[config.mk]
export PLATFORM = sky130hd
export DESIGN_NAME = alu_pipe_top
export DESIGN_NICKNAME = d
export VERILOG_FILES = /design/src/design/isa_pkg.sv /design/src/design/pipe_pkg.sv /design/src/design/stage_if.sv /design/src/design/decode_stage.sv /design/src/design/forwarding.sv /design/src/design/execute_stage.sv /design/src/design/commit_stage.sv /design/src/design/alu_pipe_top.sv
export SDC_FILE = /design/constraint.sdc
export NUM_CORES = 2
export LEC_CHECK = 0
export BUFFER_PORTS_ARGS = -buffer_cell sky130_fd_sc_hd__buf_2
export CAP_MARGIN = 20
export CORE_MARGIN = 1.5
export CORE_UTILIZATION = 58
export DETAILED_ROUTE_END_ITERATION = 8
export HOLD_SLACK_MARGIN = 0.12
export PLACE_DENSITY = 0.84
export SYNTH_ARGS = -nofsm -noshare
export SYNTH_HDL_FRONTEND = slang
export SYNTH_SLANG_ARGS = --single-unit
[constraint.sdc]
create_clock -name clk -period 7.7 [get_ports clk]
set_input_delay 0.385 -clock clk [delete_from_list [all_inputs] [get_ports clk]]
set_output_delay 0.385 -clock clk [all_outputs]
set_load 0.1 [all_outputs]
[src/design/isa_pkg.sv]
package isa_pkg;

    // instruction field widths
    localparam int op_w  = 4;
    localparam int imm_w = 16;

    typedef enum logic [op_w-1:0] {
        OP_ADD   = 4'h0,
        OP_SUB   = 4'h1,
        OP_AND   = 4'h2,
        OP_OR    = 4'h3,
        OP_XOR   = 4'h4,
        OP_MOVI  = 4'h5,
        OP_CMP   = 4'h6,
        OP_SETLR = 4'h7,
        OP_GETLR = 4'h8,
        OP_GETFL = 4'h9
    } opcode_e;

    // bit 1 is negative, bit 0 is zero
    typedef struct packed {
        logic neg;
        logic zero;
    } fl_t;

    function automatic logic op_writes_rd(input opcode_e op);
        return !(op inside {OP_CMP, OP_SETLR});
    endfunction

    function automatic logic op_writes_fl(input opcode_e op);
        return op inside {OP_ADD, OP_SUB, OP_AND, OP_OR, OP_XOR, OP_CMP};
    endfunction

    function automatic logic op_writes_lr(input opcode_e op);
        return op == OP_SETLR;
    endfunction

endpackage

[src/design/pipe_pkg.sv]
package pipe_pkg;

    // general register file geometry
    localparam int reg_idx_w = 5;
    localparam int reg_count = 1 << reg_idx_w;

    typedef logic [reg_idx_w-1:0] reg_idx_t;

    // source of a register operand, newest stage wins
    typedef enum logic [1:0] {
        FWD_RF   = 2'd0,
        FWD_MEWB = 2'd1,
        FWD_EXME = 2'd2
    } fwd_sel_e;

    // source of FL or LR
    typedef enum logic [1:0] {
        STATE_ARCH = 2'd0,
        STATE_MEWB = 2'd1,
        STATE_EXME = 2'd2
    } fwd_state_e;

endpackage

[src/design/stage_if.sv]
`timescale 1ns/1ps

// decoded instruction with its register-file operands
interface issue_if #(
    parameter int data_w = 32
);
    import isa_pkg::*;
    import pipe_pkg::*;

    logic              valid;
    opcode_e           op;
    reg_idx_t          rd;
    reg_idx_t          rs1;
    reg_idx_t          rs2;
    logic [imm_w-1:0]  imm;
    logic [data_w-1:0] a;
    logic [data_w-1:0] b;
    logic              reg_wr;
    logic              fl_wr;
    logic              lr_wr;

    modport producer (output valid, op, rd, rs1, rs2, imm, a, b, reg_wr, fl_wr, lr_wr);
    modport consumer (input valid, op, rd, rs1, rs2, imm, a, b, reg_wr, fl_wr, lr_wr);

endinterface

// result of one pipeline stage, FL and LR are the values after the instruction
interface result_if #(
    parameter int data_w = 32
);
    import isa_pkg::*;
    import pipe_pkg::*;

    logic              valid;
    reg_idx_t          rd;
    logic              reg_wr;
    logic              fl_wr;
    logic              lr_wr;
    logic [data_w-1:0] data;
    fl_t               fl;
    logic [data_w-1:0] lr;

    modport source (output valid, rd, reg_wr, fl_wr, lr_wr, data, fl, lr);
    modport sink   (input valid, rd, reg_wr, fl_wr, lr_wr, data, fl, lr);
    modport snoop  (input valid, rd, reg_wr, fl_wr, lr_wr, data, fl, lr);

endinterface

[src/design/decode_stage.sv]
`timescale 1ns/1ps

module decode_stage #(
    parameter int data_w = 32
) (
    input  logic                      clk,
    input  logic                      arst_n,
    input  logic                      advance,
    input  logic                      instr_valid,
    input  isa_pkg::opcode_e          instr_op,
    input  pipe_pkg::reg_idx_t        instr_rd,
    input  pipe_pkg::reg_idx_t        instr_rs1,
    input  pipe_pkg::reg_idx_t        instr_rs2,
    input  logic [isa_pkg::imm_w-1:0] instr_imm,
    output logic                      instr_ready,
    output pipe_pkg::reg_idx_t        rf_raddr1,
    output pipe_pkg::reg_idx_t        rf_raddr2,
    input  logic [data_w-1:0]         rf_rdata1,
    input  logic [data_w-1:0]         rf_rdata2,
    issue_if.producer                 de_ex
);
    import isa_pkg::*;

    logic take;

    // the pipe moves as a whole, so decode accepts whenever it advances
    assign instr_ready = advance;
    assign take        = instr_valid && advance;

    // register file is read during decode, writes from commit show through
    assign rf_raddr1 = instr_rs1;
    assign rf_raddr2 = instr_rs2;

    always_ff @(posedge clk or negedge arst_n) begin
        if (!arst_n) begin
            de_ex.valid  <= 1'b0;
            de_ex.reg_wr <= 1'b0;
            de_ex.fl_wr  <= 1'b0;
            de_ex.lr_wr  <= 1'b0;
        end else if (advance) begin
            // a bubble carries no write flags
            de_ex.valid  <= take;
            de_ex.reg_wr <= take && op_writes_rd(instr_op);
            de_ex.fl_wr  <= take && op_writes_fl(instr_op);
            de_ex.lr_wr  <= take && op_writes_lr(instr_op);
        end
    end

    always_ff @(posedge clk) begin
        if (advance) begin
            de_ex.op  <= instr_op;
            de_ex.rd  <= instr_rd;
            de_ex.rs1 <= instr_rs1;
            de_ex.rs2 <= instr_rs2;
            de_ex.imm <= instr_imm;
            de_ex.a   <= rf_rdata1;
            de_ex.b   <= rf_rdata2;
        end
    end

endmodule

[src/design/forwarding.sv]
`timescale 1ns/1ps

module forwarding (
    issue_if.consumer             de_ex,
    result_if.snoop               exme,
    result_if.snoop               mewb,
    output pipe_pkg::fwd_sel_e    fwd1_sel,
    output pipe_pkg::fwd_sel_e    fwd2_sel,
    output pipe_pkg::fwd_state_e  fl_sel,
    output pipe_pkg::fwd_state_e  lr_sel
);
    import pipe_pkg::*;

    // ExMe holds the younger result, so it is checked first
    function automatic fwd_sel_e reg_src(input reg_idx_t rs);
        if (exme.valid && exme.reg_wr && (exme.rd != '0) && (exme.rd == rs)) begin
            return FWD_EXME;
        end
        if (mewb.valid && mewb.reg_wr && (mewb.rd != '0) && (mewb.rd == rs)) begin
            return FWD_MEWB;
        end
        return FWD_RF;
    endfunction

    always_comb begin
        fwd1_sel = reg_src(de_ex.rs1);
        fwd2_sel = reg_src(de_ex.rs2);
    end

    // FL and LR are decided by the write enables alone
    always_comb begin
        if (exme.valid && exme.fl_wr) begin
            fl_sel = STATE_EXME;
        end else if (mewb.valid && mewb.fl_wr) begin
            fl_sel = STATE_MEWB;
        end else begin
            fl_sel = STATE_ARCH;
        end
    end

    always_comb begin
        if (exme.valid && exme.lr_wr) begin
            lr_sel = STATE_EXME;
        end else if (mewb.valid && mewb.lr_wr) begin
            lr_sel = STATE_MEWB;
        end else begin
            lr_sel = STATE_ARCH;
        end
    end

endmodule

[src/design/execute_stage.sv]
`timescale 1ns/1ps

module execute_stage #(
    parameter int data_w = 32
) (
    input  logic              clk,
    input  logic              arst_n,
    input  logic              advance,
    issue_if.consumer         de_ex,
    result_if.snoop           mewb,
    input  isa_pkg::fl_t      arch_fl,
    input  logic [data_w-1:0] arch_lr,
    result_if.source          exme
);
    import isa_pkg::*;
    import pipe_pkg::*;

    fwd_sel_e          fwd1_sel;
    fwd_sel_e          fwd2_sel;
    fwd_state_e        fl_sel;
    fwd_state_e        lr_sel;
    logic [data_w-1:0] op_a;
    logic [data_w-1:0] op_b;
    logic [data_w-1:0] alu_res;
    logic [data_w-1:0] cur_lr;
    logic [data_w-1:0] new_lr;
    fl_t               cur_fl;
    fl_t               new_fl;

    // ExMe register lives here so the forwarding unit can snoop it
    result_if #(.data_w(data_w)) exme_q ();

    forwarding u_forwarding (
        .de_ex    (de_ex),
        .exme     (exme_q),
        .mewb     (mewb),
        .fwd1_sel (fwd1_sel),
        .fwd2_sel (fwd2_sel),
        .fl_sel   (fl_sel),
        .lr_sel   (lr_sel)
    );

    function automatic logic [data_w-1:0] operand(input fwd_sel_e sel, input logic [data_w-1:0] rf_val);
        case (sel)
            FWD_EXME: return exme_q.data;
            FWD_MEWB: return mewb.data;
            default:  return rf_val;
        endcase
    endfunction

    always_comb begin
        op_a   = operand(fwd1_sel, de_ex.a);
        op_b   = operand(fwd2_sel, de_ex.b);
        cur_fl = (fl_sel == STATE_EXME) ? exme_q.fl : (fl_sel == STATE_MEWB) ? mewb.fl : arch_fl;
        cur_lr = (lr_sel == STATE_EXME) ? exme_q.lr : (lr_sel == STATE_MEWB) ? mewb.lr : arch_lr;
        case (de_ex.op)
            OP_ADD:          alu_res = op_a + op_b;
            OP_SUB, OP_CMP:  alu_res = op_a - op_b;
            OP_AND:          alu_res = op_a & op_b;
            OP_OR:           alu_res = op_a | op_b;
            OP_XOR:          alu_res = op_a ^ op_b;
            OP_MOVI:         alu_res = {{(data_w-imm_w){1'b0}}, de_ex.imm};
            OP_SETLR:        alu_res = op_a;
            OP_GETLR:        alu_res = cur_lr;
            OP_GETFL:        alu_res = {{(data_w-2){1'b0}}, cur_fl};
            default:         alu_res = '0;
        endcase
        // stage carries the resolved FL and LR, written or passed along
        new_fl.neg  = de_ex.fl_wr ? alu_res[data_w-1] : cur_fl.neg;
        new_fl.zero = de_ex.fl_wr ? (alu_res == '0) : cur_fl.zero;
        new_lr      = de_ex.lr_wr ? op_a : cur_lr;
    end

    always_ff @(posedge clk or negedge arst_n) begin
        if (!arst_n) begin
            exme_q.valid  <= 1'b0;
            exme_q.reg_wr <= 1'b0;
            exme_q.fl_wr  <= 1'b0;
            exme_q.lr_wr  <= 1'b0;
        end else if (advance) begin
            exme_q.valid  <= de_ex.valid;
            exme_q.reg_wr <= de_ex.reg_wr;
            exme_q.fl_wr  <= de_ex.fl_wr;
            exme_q.lr_wr  <= de_ex.lr_wr;
        end
    end

    always_ff @(posedge clk) begin
        if (advance) begin
            exme_q.rd   <= de_ex.rd;
            exme_q.data <= alu_res;
            exme_q.fl   <= new_fl;
            exme_q.lr   <= new_lr;
        end
    end

    assign exme.valid  = exme_q.valid;
    assign exme.rd     = exme_q.rd;
    assign exme.reg_wr = exme_q.reg_wr;
    assign exme.fl_wr  = exme_q.fl_wr;
    assign exme.lr_wr  = exme_q.lr_wr;
    assign exme.data   = exme_q.data;
    assign exme.fl     = exme_q.fl;
    assign exme.lr     = exme_q.lr;

endmodule

[src/design/commit_stage.sv]
`timescale 1ns/1ps

module commit_stage #(
    parameter int data_w = 32
) (
    input  logic               clk,
    input  logic               arst_n,
    result_if.sink             exme,
    result_if.source           mewb,
    input  pipe_pkg::reg_idx_t rf_raddr1,
    input  pipe_pkg::reg_idx_t rf_raddr2,
    output logic [data_w-1:0]  rf_rdata1,
    output logic [data_w-1:0]  rf_rdata2,
    output isa_pkg::fl_t       arch_fl,
    output logic [data_w-1:0]  arch_lr,
    output logic               advance,
    output logic               res_valid,
    input  logic               res_ready,
    output pipe_pkg::reg_idx_t res_rd,
    output logic [data_w-1:0]  res_data,
    output isa_pkg::fl_t       res_fl,
    output logic [data_w-1:0]  res_lr
);
    import pipe_pkg::*;

    logic [data_w-1:0] rf [reg_count];
    logic              commit;
    logic              rf_we;

    // only a held result blocks the pipe
    assign advance = !(mewb.valid && !res_ready);
    assign commit  = mewb.valid && res_ready;
    assign rf_we   = commit && mewb.reg_wr && (mewb.rd != '0);

    always_ff @(posedge clk or negedge arst_n) begin
        if (!arst_n) begin
            mewb.valid  <= 1'b0;
            mewb.reg_wr <= 1'b0;
            mewb.fl_wr  <= 1'b0;
            mewb.lr_wr  <= 1'b0;
        end else if (advance) begin
            mewb.valid  <= exme.valid;
            mewb.reg_wr <= exme.reg_wr;
            mewb.fl_wr  <= exme.fl_wr;
            mewb.lr_wr  <= exme.lr_wr;
        end
    end

    always_ff @(posedge clk) begin
        if (advance) begin
            mewb.rd   <= exme.rd;
            mewb.data <= exme.data;
            mewb.fl   <= exme.fl;
            mewb.lr   <= exme.lr;
        end
    end

    // architectural state, register 0 is never written
    always_ff @(posedge clk or negedge arst_n) begin
        if (!arst_n) begin
            for (int i = 0; i < reg_count; i++) begin
                rf[i] <= '0;
            end
            arch_fl <= '0;
            arch_lr <= '0;
        end else begin
            if (rf_we) rf[mewb.rd] <= mewb.data;
            if (commit && mewb.fl_wr) arch_fl <= mewb.fl;
            if (commit && mewb.lr_wr) arch_lr <= mewb.lr;
        end
    end

    // write-first read so decode sees the value committing this cycle
    function automatic logic [data_w-1:0] rf_read(input reg_idx_t addr);
        if (addr == '0) return '0;
        if (rf_we && (mewb.rd == addr)) return mewb.data;
        return rf[addr];
    endfunction

    always_comb begin
        rf_rdata1 = rf_read(rf_raddr1);
        rf_rdata2 = rf_read(rf_raddr2);
    end

    assign res_valid = mewb.valid;
    assign res_rd    = mewb.rd;
    assign res_data  = mewb.data;
    assign res_fl    = mewb.fl;
    assign res_lr    = mewb.lr;

endmodule

[src/design/alu_pipe_top.sv]
`timescale 1ns/1ps

module alu_pipe_top #(
    parameter int data_w = 32
) (
    input  logic                      clk,
    input  logic                      arst_n,
    input  logic                      instr_valid,
    output logic                      instr_ready,
    input  isa_pkg::opcode_e          instr_op,
    input  pipe_pkg::reg_idx_t        instr_rd,
    input  pipe_pkg::reg_idx_t        instr_rs1,
    input  pipe_pkg::reg_idx_t        instr_rs2,
    input  logic [isa_pkg::imm_w-1:0] instr_imm,
    output logic                      res_valid,
    input  logic                      res_ready,
    output pipe_pkg::reg_idx_t        res_rd,
    output logic [data_w-1:0]         res_data,
    output isa_pkg::fl_t              res_fl,
    output logic [data_w-1:0]         res_lr
);
    import isa_pkg::*;
    import pipe_pkg::*;

    logic              advance;
    reg_idx_t          rf_raddr1;
    reg_idx_t          rf_raddr2;
    logic [data_w-1:0] rf_rdata1;
    logic [data_w-1:0] rf_rdata2;
    fl_t               arch_fl;
    logic [data_w-1:0] arch_lr;

    issue_if  #(.data_w(data_w)) de_ex ();
    result_if #(.data_w(data_w)) exme_bus ();
    result_if #(.data_w(data_w)) mewb_bus ();

    decode_stage #(.data_w(data_w)) u_decode (
        .clk, .arst_n, .advance,
        .instr_valid, .instr_op, .instr_rd, .instr_rs1, .instr_rs2, .instr_imm,
        .instr_ready,
        .rf_raddr1, .rf_raddr2, .rf_rdata1, .rf_rdata2,
        .de_ex    (de_ex)
    );

    execute_stage #(.data_w(data_w)) u_execute (
        .clk, .arst_n, .advance,
        .de_ex    (de_ex),
        .mewb     (mewb_bus),
        .arch_fl, .arch_lr,
        .exme     (exme_bus)
    );

    // commit owns the architectural state and the result port
    commit_stage #(.data_w(data_w)) u_commit (
        .clk, .arst_n,
        .exme     (exme_bus),
        .mewb     (mewb_bus),
        .rf_raddr1, .rf_raddr2, .rf_rdata1, .rf_rdata2,
        .arch_fl, .arch_lr, .advance,
        .res_valid, .res_ready, .res_rd, .res_data, .res_fl, .res_lr
    );

endmodule

==> metrics.log <==
[metrics] R2R Setup Slk: 0.39 ns
[metrics] number of gates resized after cts: 0
[metrics] LEAKAGE: 34.6 nW
[metrics] library cell contributing the largest single delay on the critical path: edfxtp_1
[metrics] clock tree from TritonCTS: done
[metrics] synthesis-stage register bit count: 1,311
[metrics] placed instance count: 6,347
[metrics] setup TNS: 0 ns
[metrics] number of library cell types mapped by synthesis: 85
[metrics] required time at the endpoint of the critical path: 8.19 ns
[metrics] count of flip-flops with a built-in enable after synthesis: 241
[metrics] sequential share of the synthesized area: 0.476
[metrics] syn avg cell area: 14.3 um^2
[metrics] post-layout instance count excluding filler cells: 6,630
[metrics] Post-DRT Antenna Nets: 0
[metrics] highest clock rate: 137 MHz
[metrics] total of buffers placed on input and output ports: 111
[metrics] critical path, cell by cell: xor2_1 > or4_1 > nor2_2 > mux2i_1 > o21ai_0 > inv_1 > ha_1 > nand2_1 > nor3_1 > a41oi_1 > xnor2_1 > ha_1 > a21oi_1 > o21ai_0 > inv_1 > a21oi_1 > nand2_1 > o21ai_0 > a21oi_1 > or4b_2 > nand3_1 > nand4b_1 > o32ai_2
[metrics] number of levels in the clock H-tree: 4
[metrics] ratio of final minimum period to clock period: 0.949
[metrics] maximum count of clock buffers along a single path: 3
[metrics] Syn Std Cell Area: 71,500 um^2
[metrics] type of the worst setup path: reg2reg
[metrics] worst-case setup margin in the final layout: 0.395 ns
[metrics] clock latency reported for the late side of the worst-skew pair: 0.78 ns
[metrics] max-slew headroom at the worst pin: 0.247
[metrics] count of max-cap constraint violations: 0
[metrics] total via count after detailed routing: 47,388
[metrics] buffers inserted by post-CTS timing repair: 0
[metrics] DRC errors left: 0
[metrics] Endpoint, Worst Hold: u_decode.de_ex.rs1[2]$_DFFE_PN_
[metrics] min cycle time layout: 7.31 ns
[metrics] Iteration-0 DRC Markers: 6,170
[metrics] path class of the lowest-slack min-delay path: in2reg
[metrics] antenna diode count: 0
[metrics] routed wirelength normalized by instance count: 31.6 um
[metrics] power consumption: 0.0265 W
[metrics] maximum ir drop on the vdd rail: 0.000417 V
[metrics] gpl congestion: 1.00
[metrics] count of pins over their slew limit: 0
[metrics] capture point of the worst reg-to-reg path: u_execute.exme.fl[0]$_DFFE_PN_
[metrics] initial core utilization: 0.586
[metrics] largest fanout on the critical path: 16
[metrics] total power per unit cell area: 339 nW/um^2
[metrics] CTS root buffer: clkbuf_16
[metrics] run status: finished, final reports clean
[metrics] via-per-instance ratio: 7.15
[metrics] Die X-Extent: 354 um
[metrics] placed wire-length estimate after detailed placement: 124,000 um
[metrics] maximum number of pins on one net before global-route repair: 194
[metrics] number of rows created at floorplan: 128
[metrics] vias in the first global route: 48,107
[metrics] first-pass GRT wire length: 314,000 um
[metrics] core utilization of the finished layout: 0.642
[metrics] HP Start: instr_rs1[2]
[metrics] Setup WS pre-CTS: 0.555 ns
[metrics] clock slew seen by the registers of the worst setup and hold paths: 0.07 ns
[metrics] Synth warnings: 0
[metrics] final wirelength: 209,000 um
[metrics] worst path buffer plus inverter count: 2
[metrics] gate count of the mapped netlist: 5,003
[metrics] number of primary I/O pins: 112
[metrics] R2R cell count: 23
[metrics] residual overflow from global routing: 0
[metrics] nets@finish: 5,037
[metrics] predominant post-synthesis flop cell: dfrtp_1
[metrics] die height: 354 um
[metrics] Critical path origin: u_commit.mewb.rd[0]$_DFFE_PN_
[metrics] router iterations before antenna repair: 8
[metrics] sink count of the clock tree: 1,311
[metrics] final clock skew: 0.0244 ns
[metrics] CTS buffer count: 138
[metrics] maximum cell stage delay along the critical path: 0.82 ns
[metrics] final count of hold timing violations: 0
[metrics] Hold Path Stages: 1
[metrics] antenna violations before repair: 2
[metrics] layout overhead on the synthesized area: 9.51%
[metrics] share of synthesized flip-flops with an asynchronous set or reset: 0.816
[metrics] Worst setup EP type: register
[metrics] post-synth net total: 5,145
[metrics] GR Util All Layers: 0.336
[metrics] Startpoint Class: register
[metrics] actual slew at the worst max-slew pin: 1.13 ns
[metrics] setup repair after global routing missed its margin: false
[metrics] Setup-failing EPs final: 0
[metrics] die outline area: 125,000 um^2
[metrics] Std-Cell Core Area: 122,000 um^2
[metrics] R2R Path Start: u_commit.mewb.rd[0]$_DFFE_PN_
[metrics] data arrival time of the critical path: 7.80 ns
[metrics] fraction of layout instances using a drive strength above 1: 0.437
[metrics] family with the most delay on the worst path: simple AND/OR/NAND/NOR gates
==> cell usage after synthesis, types with 6 or more instances <==
cell      count  area share
a211o_1       8     0.00098
a211oi_1     76      0.0080
a21o_1        7     0.00073
a21oi_1     113      0.0079
a221o_1      11      0.0015
a221oi_1     16      0.0020
a22oi_1      13      0.0014
a31o_2       10      0.0012
a31oi_1      44      0.0038
and2_1        6     0.00052
and3_1        7     0.00061
buf_1        77      0.0040
buf_2        14     0.00098
clkbuf_1    417       0.022
dfrtp_1    1070        0.37
edfxtp_1    241        0.10
ha_1        102       0.018
inv_1        80      0.0042
mux2_2     1017        0.16
mux2i_1     106       0.015
mux4_2      640        0.20
nand2_1     241       0.013
nand2b_1      9     0.00079
nand3_1      44      0.0031
nand3b_1      8     0.00084
nand4_1      11     0.00096
nor2_1      194       0.010
nor2b_1      12      0.0010
nor3_1       33      0.0023
nor4_1       11     0.00096
o211ai_1     11      0.0012
o21a_1        7     0.00073
o21ai_0     132      0.0092
o221ai_1     13      0.0016
o22ai_1       8     0.00070
or2_2        10     0.00087
or3_1         8     0.00070
or4_1         9     0.00094
xnor2_1      59      0.0072
xor2_1       22      0.0027
==> registers in the layout, summed over array words and instances (netlist names), 16 cells and up <==
signal               flops
u_execute.exme.data     32
u_decode.de_ex.imm      16
u_commit.mewb.data      32
u_commit.arch_lr        32
u_commit.rf           1024
u_decode.de_ex.a        32
u_execute.exme.lr       32
u_commit.mewb.lr        32
u_decode.de_ex.b        32
==> cell type report <==
type	instances	area [um^2]
Multi-Input combinational cell	3096	35400
Fill cell	8206	43700
Clock buffer	205	4020
Timing Repair Buffer	266	2080
Clock inverter	45	412
Sequential cell	1311	34000
Inverter	82	315
Tap cell	1625	2030
==> through the flow <==
step | hold slack, ns | cell area (um^2)
2_1_floorplan | 0.0894 | 71500
3_3_place_gp | 0.376 | 73500
3_5_place_dp | 0.382 | 73500
4_1_cts | 0.129 | 78200
5_1_grt | 0.158 | 78300
6_report | 0.188 | 78300
==> cell usage in the layout, fill, tap and decap left out, types with 106 or more instances in the layout <==
cell type  instances
dfrtp_1         1070
mux2_2          1017
mux4_2           640
edfxtp_1         241
nand2_1          230
nor2_1           174
clkbuf_16        142
o21ai_0          132
a21oi_1          113
buf_4            112
mux2i_1          106
==> logic make-up (layout without fill, tap and decap cells) <==
kind of cell,count (synthesis),in the layout,share of synthesized area
muxes,1763,1763,0.377
DFF,1311,1311,0.476
and+or+nand+nor,628,628,0.0401
buffers and inverters,596,598,0.0319
AOI/OAI and AO/OA,521,521,0.0478
adders and majority gates,103,103,0.0181
xor gates and xnor gates,81,81,0.00992
==> power by group <==
part           total [W]  internal (W)  switching, W
clock            0.00661       0.00379       0.00282
sequential        0.0107       0.00914       0.00152
combinational    0.00927       0.00371       0.00556
==> worst reg2reg max path, stage by stage (launching register included) <==
cell	delay, ns
edfxtp_1	0.82
xor2_1	0.22
or4_1	0.55
nor2_2	0.24
mux2i_1	0.21
o21ai_0	0.22
inv_1	0.17
ha_1	0.18
nand2_1	0.15
nor3_1	0.69
a41oi_1	0.30
xnor2_1	0.23
ha_1	0.43
a21oi_1	0.15
o21ai_0	0.53
inv_1	0.14
a21oi_1	0.16
nand2_1	0.17
o21ai_0	0.35
a21oi_1	0.14
or4b_2	0.64
nand3_1	0.13
nand4b_1	0.14
o32ai_2	0.08
==> timing repair <==
item,CTS,global route
endpoints found under the hold margin,125,0
setup endpoints to repair,0,0
hold buffers,28,0
==> how the worst max path moves through the flow <==
stage,endpoint,depth (start not counted)
2_1_floorplan,u_execute.exme.fl[0]$_DFFE_PN_,26
4_1_cts,u_execute.exme.fl[0]$_DFFE_PN_,23
3_5_place_dp,u_execute.exme.fl[0]$_DFFE_PN_,23
3_3_place_gp,u_execute.exme.fl[0]$_DFFE_PN_,23
5_1_grt,u_execute.exme.fl[0]$_DFFE_PN_,23
6_report,u_execute.exme.fl[0]$_DFFE_PN_,23
==> layer usage <==
metal / up-vias / track usage / wire length (um) / share of wire
met5: - / 0 / 11 / 0.000053
met4: 2 / 0.149 / 10300 / 0.049
met3: 662 / 0.0874 / 23400 / 0.11
met2: 2985 / 0.511 / 96400 / 0.46
met1: 24761 / 0.461 / 79500 / 0.38
li1: 18978 / - / - / -
(Power assumes the default switching activity.)
